$ cat src/verilog/mfu_types_pkg.sv
package mfu_types_pkg;

    // Vector geometry
    localparam int NUM_LANES  = 2;
    localparam int LANE_WIDTH = 8;

    // Register-file geometry, one entry holds a full vector
    localparam int VRF_DEPTH  = 16;
    localparam int VRF_AWIDTH = 4;

    typedef logic signed [LANE_WIDTH-1:0] lane_t;
    typedef lane_t [NUM_LANES-1:0] mfu_vector_t;
    typedef logic [VRF_AWIDTH-1:0] vrf_addr_t;

    // Operation select, encoding matches the external opcode field
    typedef enum logic [1:0] {
        ACTIVATION = 2'd0,
        ELT_ADD    = 2'd1,
        ELT_MUL    = 2'd2,
        BYPASS     = 2'd3
    } mfu_op_e;

    typedef enum logic {
        ACT_RELU = 1'b0,
        ACT_TANH = 1'b1
    } act_type_e;

    // Destination bank of a register-file write
    typedef enum logic {
        BANK_ADD = 1'b0,
        BANK_MUL = 1'b1
    } vrf_bank_e;

    // Cycles from the in_valid edge to the out_valid edge
    localparam int ELT_LATENCY    = 2;
    localparam int RELU_LATENCY   = 2;
    localparam int TANH_LATENCY   = 3;
    localparam int BYPASS_LATENCY = 1;

endpackage

$ cat src/verilog/mfu_tanh_pkg.sv
package mfu_tanh_pkg;

    import mfu_types_pkg::*;

    // Piecewise-linear tanh, y = slope * x + intercept
    localparam int TANH_SEGMENTS = 11;

    typedef logic [3:0] tanh_seg_t;

    // Lower bound of each segment, descending with the index
    // Segment 10 starts at the most negative lane value so it catches everything left
    localparam lane_t TANH_BREAKS [TANH_SEGMENTS] = '{
        8'sd90,
        8'sd39,
        8'sd28,
        8'sd16,
        8'sd1,
        8'sd0,
        -8'sd15,
        -8'sd27,
        -8'sd38,
        -8'sd89,
        -8'sd128
    };

    // Slope per segment, flat at both saturation ends and around zero
    localparam lane_t TANH_SLOPE [TANH_SEGMENTS] = '{
        8'sd0, 8'sd0, 8'sd2, 8'sd3, 8'sd4, 8'sd0,
        8'sd4, 8'sd3, 8'sd2, 8'sd0, 8'sd0
    };

    // Intercept per segment, odd-symmetric around segment 5
    localparam lane_t TANH_INTERCEPT [TANH_SEGMENTS] = '{
        8'sd127,
        8'sd99,
        8'sd46,
        8'sd18,
        8'sd0,
        8'sd0,
        8'sd0,
        -8'sd18,
        -8'sd46,
        -8'sd99,
        -8'sd127
    };

endpackage

$ cat src/verilog/mfu_operand_if.sv
`timescale 1ns/100ps

interface mfu_operand_if;

    import mfu_types_pkg::*;

    // One-hot unit strobes, a single cycle per issued vector
    logic start_add;
    logic start_mul;
    logic start_act;
    logic start_bypass;

    // Payload aligned with the strobes
    act_type_e   act_type;
    mfu_vector_t operand_a;
    mfu_vector_t operand_b;

    modport issue (
        output start_add, start_mul, start_act, start_bypass,
        output act_type, operand_a, operand_b
    );

    modport unit (
        input start_add, start_mul, start_act, start_bypass,
        input act_type, operand_a, operand_b
    );

endinterface

$ cat src/verilog/vector_register_file.sv
`timescale 1ns/100ps

module vector_register_file (
    input  logic                      clk,
    input  logic                      wr_en,
    input  mfu_types_pkg::vrf_addr_t   wr_addr,
    input  mfu_types_pkg::mfu_vector_t wr_data,
    input  mfu_types_pkg::vrf_addr_t   rd_addr,
    output mfu_types_pkg::mfu_vector_t rd_data
);

    import mfu_types_pkg::*;

    // One full vector per entry
    mfu_vector_t mem [VRF_DEPTH];

    // Write port, taken on the enabled edge
    always_ff @(posedge clk) begin
        if (wr_en) begin
            mem[wr_addr] <= wr_data;
        end
    end

    // Registered read
    // Data shows up the cycle after the address, in step with the issue strobe
    always_ff @(posedge clk) begin
        rd_data <= mem[rd_addr];
    end

endmodule

$ cat src/verilog/mfu_issue.sv
`timescale 1ns/100ps

module mfu_issue (
    input  logic                      clk,
    input  logic                      reset,
    input  logic                      in_valid,
    input  mfu_types_pkg::mfu_op_e     operation,
    input  mfu_types_pkg::act_type_e   activation_type,
    input  mfu_types_pkg::mfu_vector_t primary_inp,
    input  mfu_types_pkg::mfu_vector_t add_rd_data,
    input  mfu_types_pkg::mfu_vector_t mul_rd_data,
    mfu_operand_if.issue              ops
);

    import mfu_types_pkg::*;

    // Next-cycle strobes
    logic add_d;
    logic mul_d;
    logic act_d;
    logic bypass_d;

    // High when operand_b must come from the multiply bank
    logic mul_bank_q;

    // Opcode decode, nothing fires without in_valid
    always_comb begin
        add_d    = 1'b0;
        mul_d    = 1'b0;
        act_d    = 1'b0;
        bypass_d = 1'b0;
        if (in_valid) begin
            case (operation)
                ACTIVATION: act_d    = 1'b1;
                ELT_ADD:    add_d    = 1'b1;
                ELT_MUL:    mul_d    = 1'b1;
                BYPASS:     bypass_d = 1'b1;
            endcase
        end
    end

    // Strobes, cleared while in reset
    always_ff @(posedge clk) begin
        if (!reset) begin
            ops.start_add    <= 1'b0;
            ops.start_mul    <= 1'b0;
            ops.start_act    <= 1'b0;
            ops.start_bypass <= 1'b0;
        end else begin
            ops.start_add    <= add_d;
            ops.start_mul    <= mul_d;
            ops.start_act    <= act_d;
            ops.start_bypass <= bypass_d;
        end
    end

    // Payload staged with the strobe, same cycle as the RF read data
    always_ff @(posedge clk) begin
        if (in_valid) begin
            ops.operand_a <= primary_inp;
            ops.act_type  <= activation_type;
            mul_bank_q    <= (operation == ELT_MUL);
        end
    end

    // Pick the bank read that matches the staged operation
    assign ops.operand_b = mul_bank_q ? mul_rd_data : add_rd_data;

endmodule

$ cat src/verilog/elt_wise_unit.sv
`timescale 1ns/100ps

module elt_wise_unit (
    input  logic                      clk,
    input  logic                      reset,
    mfu_operand_if.unit               ops,
    output logic                      res_valid,
    output mfu_types_pkg::mfu_vector_t res_data
);

    import mfu_types_pkg::*;

    // Lane results before the output register
    mfu_vector_t sum;
    mfu_vector_t prod;

    // Both results in 8-bit context
    // Sum wraps, product keeps its low byte
    always_comb begin
        for (int i = 0; i < NUM_LANES; i++) begin
            sum[i]  = ops.operand_a[i] + ops.operand_b[i];
            prod[i] = ops.operand_a[i] * ops.operand_b[i];
        end
    end

    // One result per strobe, one cycle later
    always_ff @(posedge clk) begin
        if (!reset) begin
            res_valid <= 1'b0;
        end else begin
            res_valid <= ops.start_add | ops.start_mul;
        end
    end

    // Result register, holds when idle
    always_ff @(posedge clk) begin
        if (ops.start_add) begin
            res_data <= sum;
        end else if (ops.start_mul) begin
            res_data <= prod;
        end
    end

endmodule

$ cat src/verilog/tanh_pwl.sv
`timescale 1ns/100ps

module tanh_pwl (
    input  logic                      clk,
    input  logic                      reset,
    input  logic                      in_valid,
    input  mfu_types_pkg::mfu_vector_t in_data,
    output logic                      out_valid,
    output mfu_types_pkg::mfu_vector_t out_data
);

    import mfu_types_pkg::*;
    import mfu_tanh_pkg::*;

    // Stage 1 registers
    logic        s1_valid;
    mfu_vector_t slope_term;
    mfu_vector_t intercept_q;

    // Segment per lane, from the input value
    tanh_seg_t seg [NUM_LANES];

    // Smallest index whose lower bound the input reaches
    // Walk from the bottom segment up, last hit wins
    function automatic tanh_seg_t find_segment(lane_t x);
        tanh_seg_t s;
        s = tanh_seg_t'(TANH_SEGMENTS - 1);
        for (int k = TANH_SEGMENTS - 2; k >= 0; k--) begin
            if (x >= TANH_BREAKS[k]) begin
                s = tanh_seg_t'(k);
            end
        end
        return s;
    endfunction

    always_comb begin
        for (int i = 0; i < NUM_LANES; i++) begin
            seg[i] = find_segment(in_data[i]);
        end
    end

    // Valid pipe, two stages deep
    always_ff @(posedge clk) begin
        if (!reset) begin
            s1_valid  <= 1'b0;
            out_valid <= 1'b0;
        end else begin
            s1_valid  <= in_valid;
            out_valid <= s1_valid;
        end
    end

    // Stage 1: slope times input, truncated to a lane; intercept staged beside it
    // Stage 2: add them, 8-bit wrap
    always_ff @(posedge clk) begin
        for (int i = 0; i < NUM_LANES; i++) begin
            slope_term[i]  <= TANH_SLOPE[seg[i]] * in_data[i];
            intercept_q[i] <= TANH_INTERCEPT[seg[i]];
            out_data[i]    <= slope_term[i] + intercept_q[i];
        end
    end

endmodule

$ cat src/verilog/activation_unit.sv
`timescale 1ns/100ps

module activation_unit (
    input  logic                      clk,
    input  logic                      reset,
    mfu_operand_if.unit               ops,
    output logic                      res_valid,
    output mfu_types_pkg::mfu_vector_t res_data
);

    import mfu_types_pkg::*;

    // ReLU path
    logic        relu_valid;
    mfu_vector_t relu_data;

    // Tanh path
    logic        tanh_start;
    logic        tanh_valid;
    mfu_vector_t tanh_data;

    assign tanh_start = ops.start_act && (ops.act_type == ACT_TANH);

    // ReLU valid, single stage
    always_ff @(posedge clk) begin
        if (!reset) begin
            relu_valid <= 1'b0;
        end else begin
            relu_valid <= ops.start_act && (ops.act_type == ACT_RELU);
        end
    end

    // Sign bit set means negative, clamp the lane to zero
    always_ff @(posedge clk) begin
        for (int i = 0; i < NUM_LANES; i++) begin
            relu_data[i] <= ops.operand_a[i][LANE_WIDTH-1] ? '0 : ops.operand_a[i];
        end
    end

    // Tanh takes one cycle more than ReLU
    tanh_pwl u_tanh (
        .clk       (clk),
        .reset     (reset),
        .in_valid  (tanh_start),
        .in_data   (ops.operand_a),
        .out_valid (tanh_valid),
        .out_data  (tanh_data)
    );

    // The stream drains before act_type changes, so at most one path is valid
    assign res_valid = relu_valid | tanh_valid;
    assign res_data  = tanh_valid ? tanh_data : relu_data;

endmodule

$ cat src/verilog/mfu_top.sv
`timescale 1ns/100ps

module mfu_top (
    input  logic                      clk,
    input  logic                      reset,
    input  logic                      in_valid,
    input  mfu_types_pkg::mfu_op_e     operation,
    input  mfu_types_pkg::act_type_e   activation_type,
    input  mfu_types_pkg::mfu_vector_t primary_inp,
    input  mfu_types_pkg::vrf_addr_t   vrf_rd_addr,
    input  logic                      vrf_wr_en,
    input  mfu_types_pkg::vrf_bank_e   vrf_wr_bank,
    input  mfu_types_pkg::vrf_addr_t   vrf_wr_addr,
    input  mfu_types_pkg::mfu_vector_t vrf_wr_data,
    output logic                      out_valid,
    output mfu_types_pkg::mfu_vector_t out_data
);

    import mfu_types_pkg::*;

    logic        add_wr_en;
    logic        mul_wr_en;
    mfu_vector_t add_rd_data;
    mfu_vector_t mul_rd_data;

    logic        elt_valid;
    mfu_vector_t elt_data;
    logic        act_valid;
    mfu_vector_t act_data;

    mfu_operand_if ops_if ();

    // Write steering, both banks share the read address
    assign add_wr_en = vrf_wr_en && (vrf_wr_bank == BANK_ADD);
    assign mul_wr_en = vrf_wr_en && (vrf_wr_bank == BANK_MUL);

    vector_register_file u_add_bank (
        .clk     (clk),
        .wr_en   (add_wr_en),
        .wr_addr (vrf_wr_addr),
        .wr_data (vrf_wr_data),
        .rd_addr (vrf_rd_addr),
        .rd_data (add_rd_data)
    );

    vector_register_file u_mul_bank (
        .clk     (clk),
        .wr_en   (mul_wr_en),
        .wr_addr (vrf_wr_addr),
        .wr_data (vrf_wr_data),
        .rd_addr (vrf_rd_addr),
        .rd_data (mul_rd_data)
    );

    mfu_issue u_issue (
        .clk             (clk),
        .reset           (reset),
        .in_valid        (in_valid),
        .operation       (operation),
        .activation_type (activation_type),
        .primary_inp     (primary_inp),
        .add_rd_data     (add_rd_data),
        .mul_rd_data     (mul_rd_data),
        .ops             (ops_if.issue)
    );

    elt_wise_unit u_elt (
        .clk       (clk),
        .reset     (reset),
        .ops       (ops_if.unit),
        .res_valid (elt_valid),
        .res_data  (elt_data)
    );

    activation_unit u_act (
        .clk       (clk),
        .reset     (reset),
        .ops       (ops_if.unit),
        .res_valid (act_valid),
        .res_data  (act_data)
    );

    // Result select
    // Bypass comes straight from the staged operand, one cycle after issue
    always_comb begin
        out_valid = elt_valid | act_valid | ops_if.start_bypass;
        if (elt_valid) begin
            out_data = elt_data;
        end else if (act_valid) begin
            out_data = act_data;
        end else begin
            out_data = ops_if.operand_a;
        end
    end

endmodule

$ cat config.mk
export PLATFORM = sky130hd
export DESIGN_NAME = mfu_top
export DESIGN_NICKNAME = d
export VERILOG_FILES = /design/src/verilog/mfu_types_pkg.sv /design/src/verilog/mfu_tanh_pkg.sv /design/src/verilog/mfu_operand_if.sv /design/src/verilog/vector_register_file.sv /design/src/verilog/mfu_issue.sv /design/src/verilog/elt_wise_unit.sv /design/src/verilog/tanh_pwl.sv /design/src/verilog/activation_unit.sv /design/src/verilog/mfu_top.sv
export SDC_FILE = /design/constraint.sdc
export NUM_CORES = 1
export LEC_CHECK = 0
export BUFFER_PORTS_ARGS = -buffer_cell sky130_fd_sc_hd__buf_2
export CAP_MARGIN = 20
export CORE_MARGIN = 8
export CORE_UTILIZATION = 38
export CTS_CLUSTER_SIZE = 24
export DETAILED_ROUTE_END_ITERATION = 12
export PLACE_DENSITY = 0.59
export SYNTH_ARGS = -nofsm -noshare
export SYNTH_HDL_FRONTEND = slang
export SYNTH_SLANG_ARGS = --single-unit
$ cat constraint.sdc
create_clock -name clk -period 6.8 [get_ports clk]
set_input_delay 0.34 -clock clk [delete_from_list [all_inputs] [get_ports clk]]
set_output_delay 0.34 -clock clk [all_outputs]
set_load 0.02 [all_outputs]
==> qor.csv <==
metric,value,unit
CTS Hold Bufs,21,
Post-Place Cell Area,0.0298,mm2
RSZ-0062 raised after global routing,false,
FP Rows,100,
part of the cycle the worst path needs,79.2,%
GPL Wtd Cong,0.807,
Yosys reg bits,646,
Syn Inst Count,1653,
Iter 0 DRT Violations,1133,
largest net degree at the start of global routing,57,
met2 WL,30600,um
I/O pin count,65,
NumNets Final,1971,
Max Fclk,186,MHz
crit path kind,flip-flop to flip-flop,
Worst Slack Setup Final,1.41,ns
grt ovf,0,
Hold Crit Class,input pin to flip-flop,
FF-to-FF Start,u_issue.mul_bank_q,
Initial Util,38.1,%
power share of the clock group,37.7,%
Worst Skew,0.0297,ns
Root Buffer,clkbuf_16,
hold_ws,0.242,ns
max incr delay on CP,0.61,ns
Pre-antenna DRT Iters,5,
"Async S/R FF share, synth",0,%
maxcap violations,0,
Vias/cell,5.18,
crit path cell chain,buf_4 > mux2i_1 > and2b_1 > ha_1 > inv_1 > fa_1 > inv_1 > ha_1 > inv_1 > fa_1 > inv_1 > ha_1 > a21o_1 > a21oi_1 > xnor3_1 > xnor3_1 > nand2_1 > nand4b_1,
Fillers,6451,
Port Buf Inserts,64,
Crit. End Element,flip-flop,
setup repair bufs after CTS,0,
reg2reg setup slack,1.41,ns
Antenna Violating Nets Remaining,0,
first-pass GRT wire length,95600,um
Unique masters post-synth,64,
die area,0.0831,mm2
crit start category,flip-flop,
yosys synthesis warning count,0,
vias,14526,
reg-to-reg endpoint,u_elt.res_data[7],
number of enable flip-flop cells after synthesis,546,
R2R depth,18,
Final Instance Area,0.0323,mm2
internal power,7.42,mW
"Req. time, crit path",7.14,ns
CP startpoint,u_issue.mul_bank_q,
Worst-Skew Late Latency,0.62,ns
Synth Flop Type,edfxtp_1,
Syn Std Cell Area,0.0282,mm2
CP max stage cell,edfxtp_1,
global-route usage over all layers,15.4,%
layout cells sized above 1,23.4,%
final slew viol count,0,
Core Region,0.0739,mm2
CP endpoint,u_elt.res_data[7],
M1 wire length,27500,um
sw frac,24.8,%
Post-CTS Resized,0,
Clock Path Buffers,3,
NetSw,2.45,mW
vias in the first global route,15439,
CTS Sinks,646,
Logic pwr share,15.7,%
DRC viols,0,
PnR Total Power,9.87,mW
status,completed,
Clock transition at path regs,0.06,ns
DP HPWL,38800,um
sequential element share of the synthesized area,65.4,%
routed wl met3,3980,um
leakage,11.5,nW
endpoints failing setup,0,
WP data arrival,5.73,ns
min Tclk post-route,5.39,ns
Worst path most repeated cell,inv_1,
initial antenna violation count,12,
Seq pwr share,46.6,%
H-Tree Depth,3,
syn_nets,1847,
pre-CTS WS,1.47,ns
Die H,288,um
Die Width,288,um
TritonCTS clock tree,done,
setup TNS,0,ns
PwrDens,306,mW/mm2
uppermost layer routed,met4,
Layout area overhead,14.7,%
Rel. slew slack,33.5,%
Crit Path Max Fanout,9,
Wirelength per Cell,22.5,um
Final Hold Vio Count,0,
maximum resistive drop on vdd,0.000222,V
final wirelength,63200,um
Post-Syn Area per Cell,17.0,um2
worst slew pin tran,0.996,ns
cts bufs inserted,67,
[worst min path at each step]
stage,slack [ns],start,cells after the start,end
6_report,0.24,vrf_wr_data[0],1,u_mul_bank.mem[13][0]
2_1_floorplan,0.40,u_issue.ops.act_type,1,u_act.relu_valid
3_3_place_gp,0.42,u_issue.ops.start_act,2,u_act.relu_valid
4_1_cts,0.20,vrf_wr_data[0],1,u_mul_bank.mem[7][0]
5_1_grt,0.24,vrf_wr_data[11],1,u_mul_bank.mem[14][11]
3_5_place_dp,0.43,u_issue.ops.act_type,1,u_act.relu_valid
[metal layers]
metal  GRT usage [%]  up-vias
met4            4.13        0
met1            20.6     7485
li1                -     6548
met5               0        -
met3            3.16       88
met2            25.6      405
[power by group through the flow]
| stage | registers (mW) | logic (mW) | clock network (mW) |
|---|---|---|---|
| after floorplan | 4.63 | 1.16 | 0 |
| after global placement | 4.68 | 1.53 | 0 |
| after detailed placement | 4.69 | 1.55 | 0 |
| after CTS | 4.60 | 1.58 | 3.81 |
| after global routing | 4.62 | 1.74 | 3.95 |
| final | 4.60 | 1.55 | 3.72 |
[state kept, by name, indices dropped and copies added (netlist names), 14 cells and up]
| register | flops |
|---|---|
| u_act.u_tanh.slope_term | 16 |
| u_act.u_tanh.intercept_q | 14 |
| u_act.u_tanh.out_data | 16 |
| u_issue.ops.operand_a | 16 |
| u_mul_bank.mem | 256 |
| u_act.relu_data | 14 |
| u_add_bank.rd_data | 16 |
| u_elt.res_data | 16 |
| u_mul_bank.rd_data | 16 |
| u_add_bank.mem | 256 |
[cells in the final DEF, fill, tap and decap left out, drive strengths merged, types with 7 or more instances in the layout]
cell         synthesis  layout
and2                23      23
and3                13      13
xnor3               10      10
mux4               160     160
nand2               65      65
mux2i               28      28
xnor2               41      41
a21o                10      10
or2                  8       8
a31oi                7       7
dfxtp              100     100
nor2b               48      48
inv                103     104
nor2                89      89
a21oi               42      42
edfxtp             546     546
mux2                 8       8
fa                  38      38
dlygate4sd3          0      21
buf                 23     109
clkinv               2      19
clkbuf              53      99
nor3                 9       9
ha                 108     108
nand3               17      17
o21ai               36      36
[metrics by stage]
step           utilization [%]  std cells
3_5_place_dp              40.3       2655
4_1_cts                   43.6       2799
3_3_place_gp              40.3       2655
6_report                  43.7       2806
5_1_grt                   43.7       2800
2_1_floorplan                -       1653
[area by class of cell]
type / count / area [um2] / share of cell area, %
Clock inverter: 25 / 348 / 1.08
Antenna cell: 6 / 15.0 / 0.0465
Clock buffer: 98 / 1930 / 5.97
Sequential cell: 646 / 18400 / 57.0
Multi-Input combinational cell: 826 / 9110 / 28.2
Timing Repair Buffer: 131 / 895 / 2.77
Inverter: 105 / 394 / 1.22
Tap cell: 969 / 1210 / 3.75
[Yosys cell counts, types with 4 or more instances]
cell      count  share of area [%]
nor3_1        9               0.16
o21bai_1      4               0.11
nor2_1       88                1.2
ha_1        108                4.8
a21boi_0      5               0.13
xnor2_1      41                1.3
clkbuf_1     53               0.71
mux4_2      160                 13
mux2_2        6               0.24
nand2b_1      4              0.089
xor2_1        6               0.19
a21o_1       10               0.27
edfxtp_1    546                 58
and2_1       20               0.44
o31ai_1       5               0.13
o211ai_1      6               0.16
and3_1       13               0.29
nor2b_1      47                1.0
buf_2        17               0.30
or2_2         6               0.13
fa_1         38                2.7
nand3_1      17               0.30
nor3b_1       4               0.11
xnor3_1      10               0.80
inv_1       103                1.4
a31oi_1       6               0.13
dfxtp_1     100                7.1
nand2_1      65               0.87
mux2i_1      26               0.92
a21oi_1      41               0.73
o21ai_0      34               0.60
[cells by family (layout without fill, tap and decap cells)]
family                     Yosys count  in the layout  synth area share (%)
AOI/OAI and AO/OA                  133            133                  2.96
and+or+nand+nor                    294            294                  5.17
adders and majority gates          146            146                  7.50
DFF                                646            646                  65.4
buffers and inverters              181            359                  2.58
xor gates and xnor gates            57             57                  2.26
muxes                              196            196                  14.2
other                                0              6                     0
[worst max-delay path: cells and delay by family, from the launching register on]
kind / cells / cell delay, ns
xor gates and xnor gates: 2 / 0.80
and+or+nand+nor: 3 / 0.41
adders and majority gates: 5 / 1.92
buffers and inverters: 5 / 0.48
muxes: 1 / 0.55
AOI/OAI and AO/OA: 2 / 0.35
DFF: 1 / 0.61
Note: power is estimated with default switching activity, not from simulation.
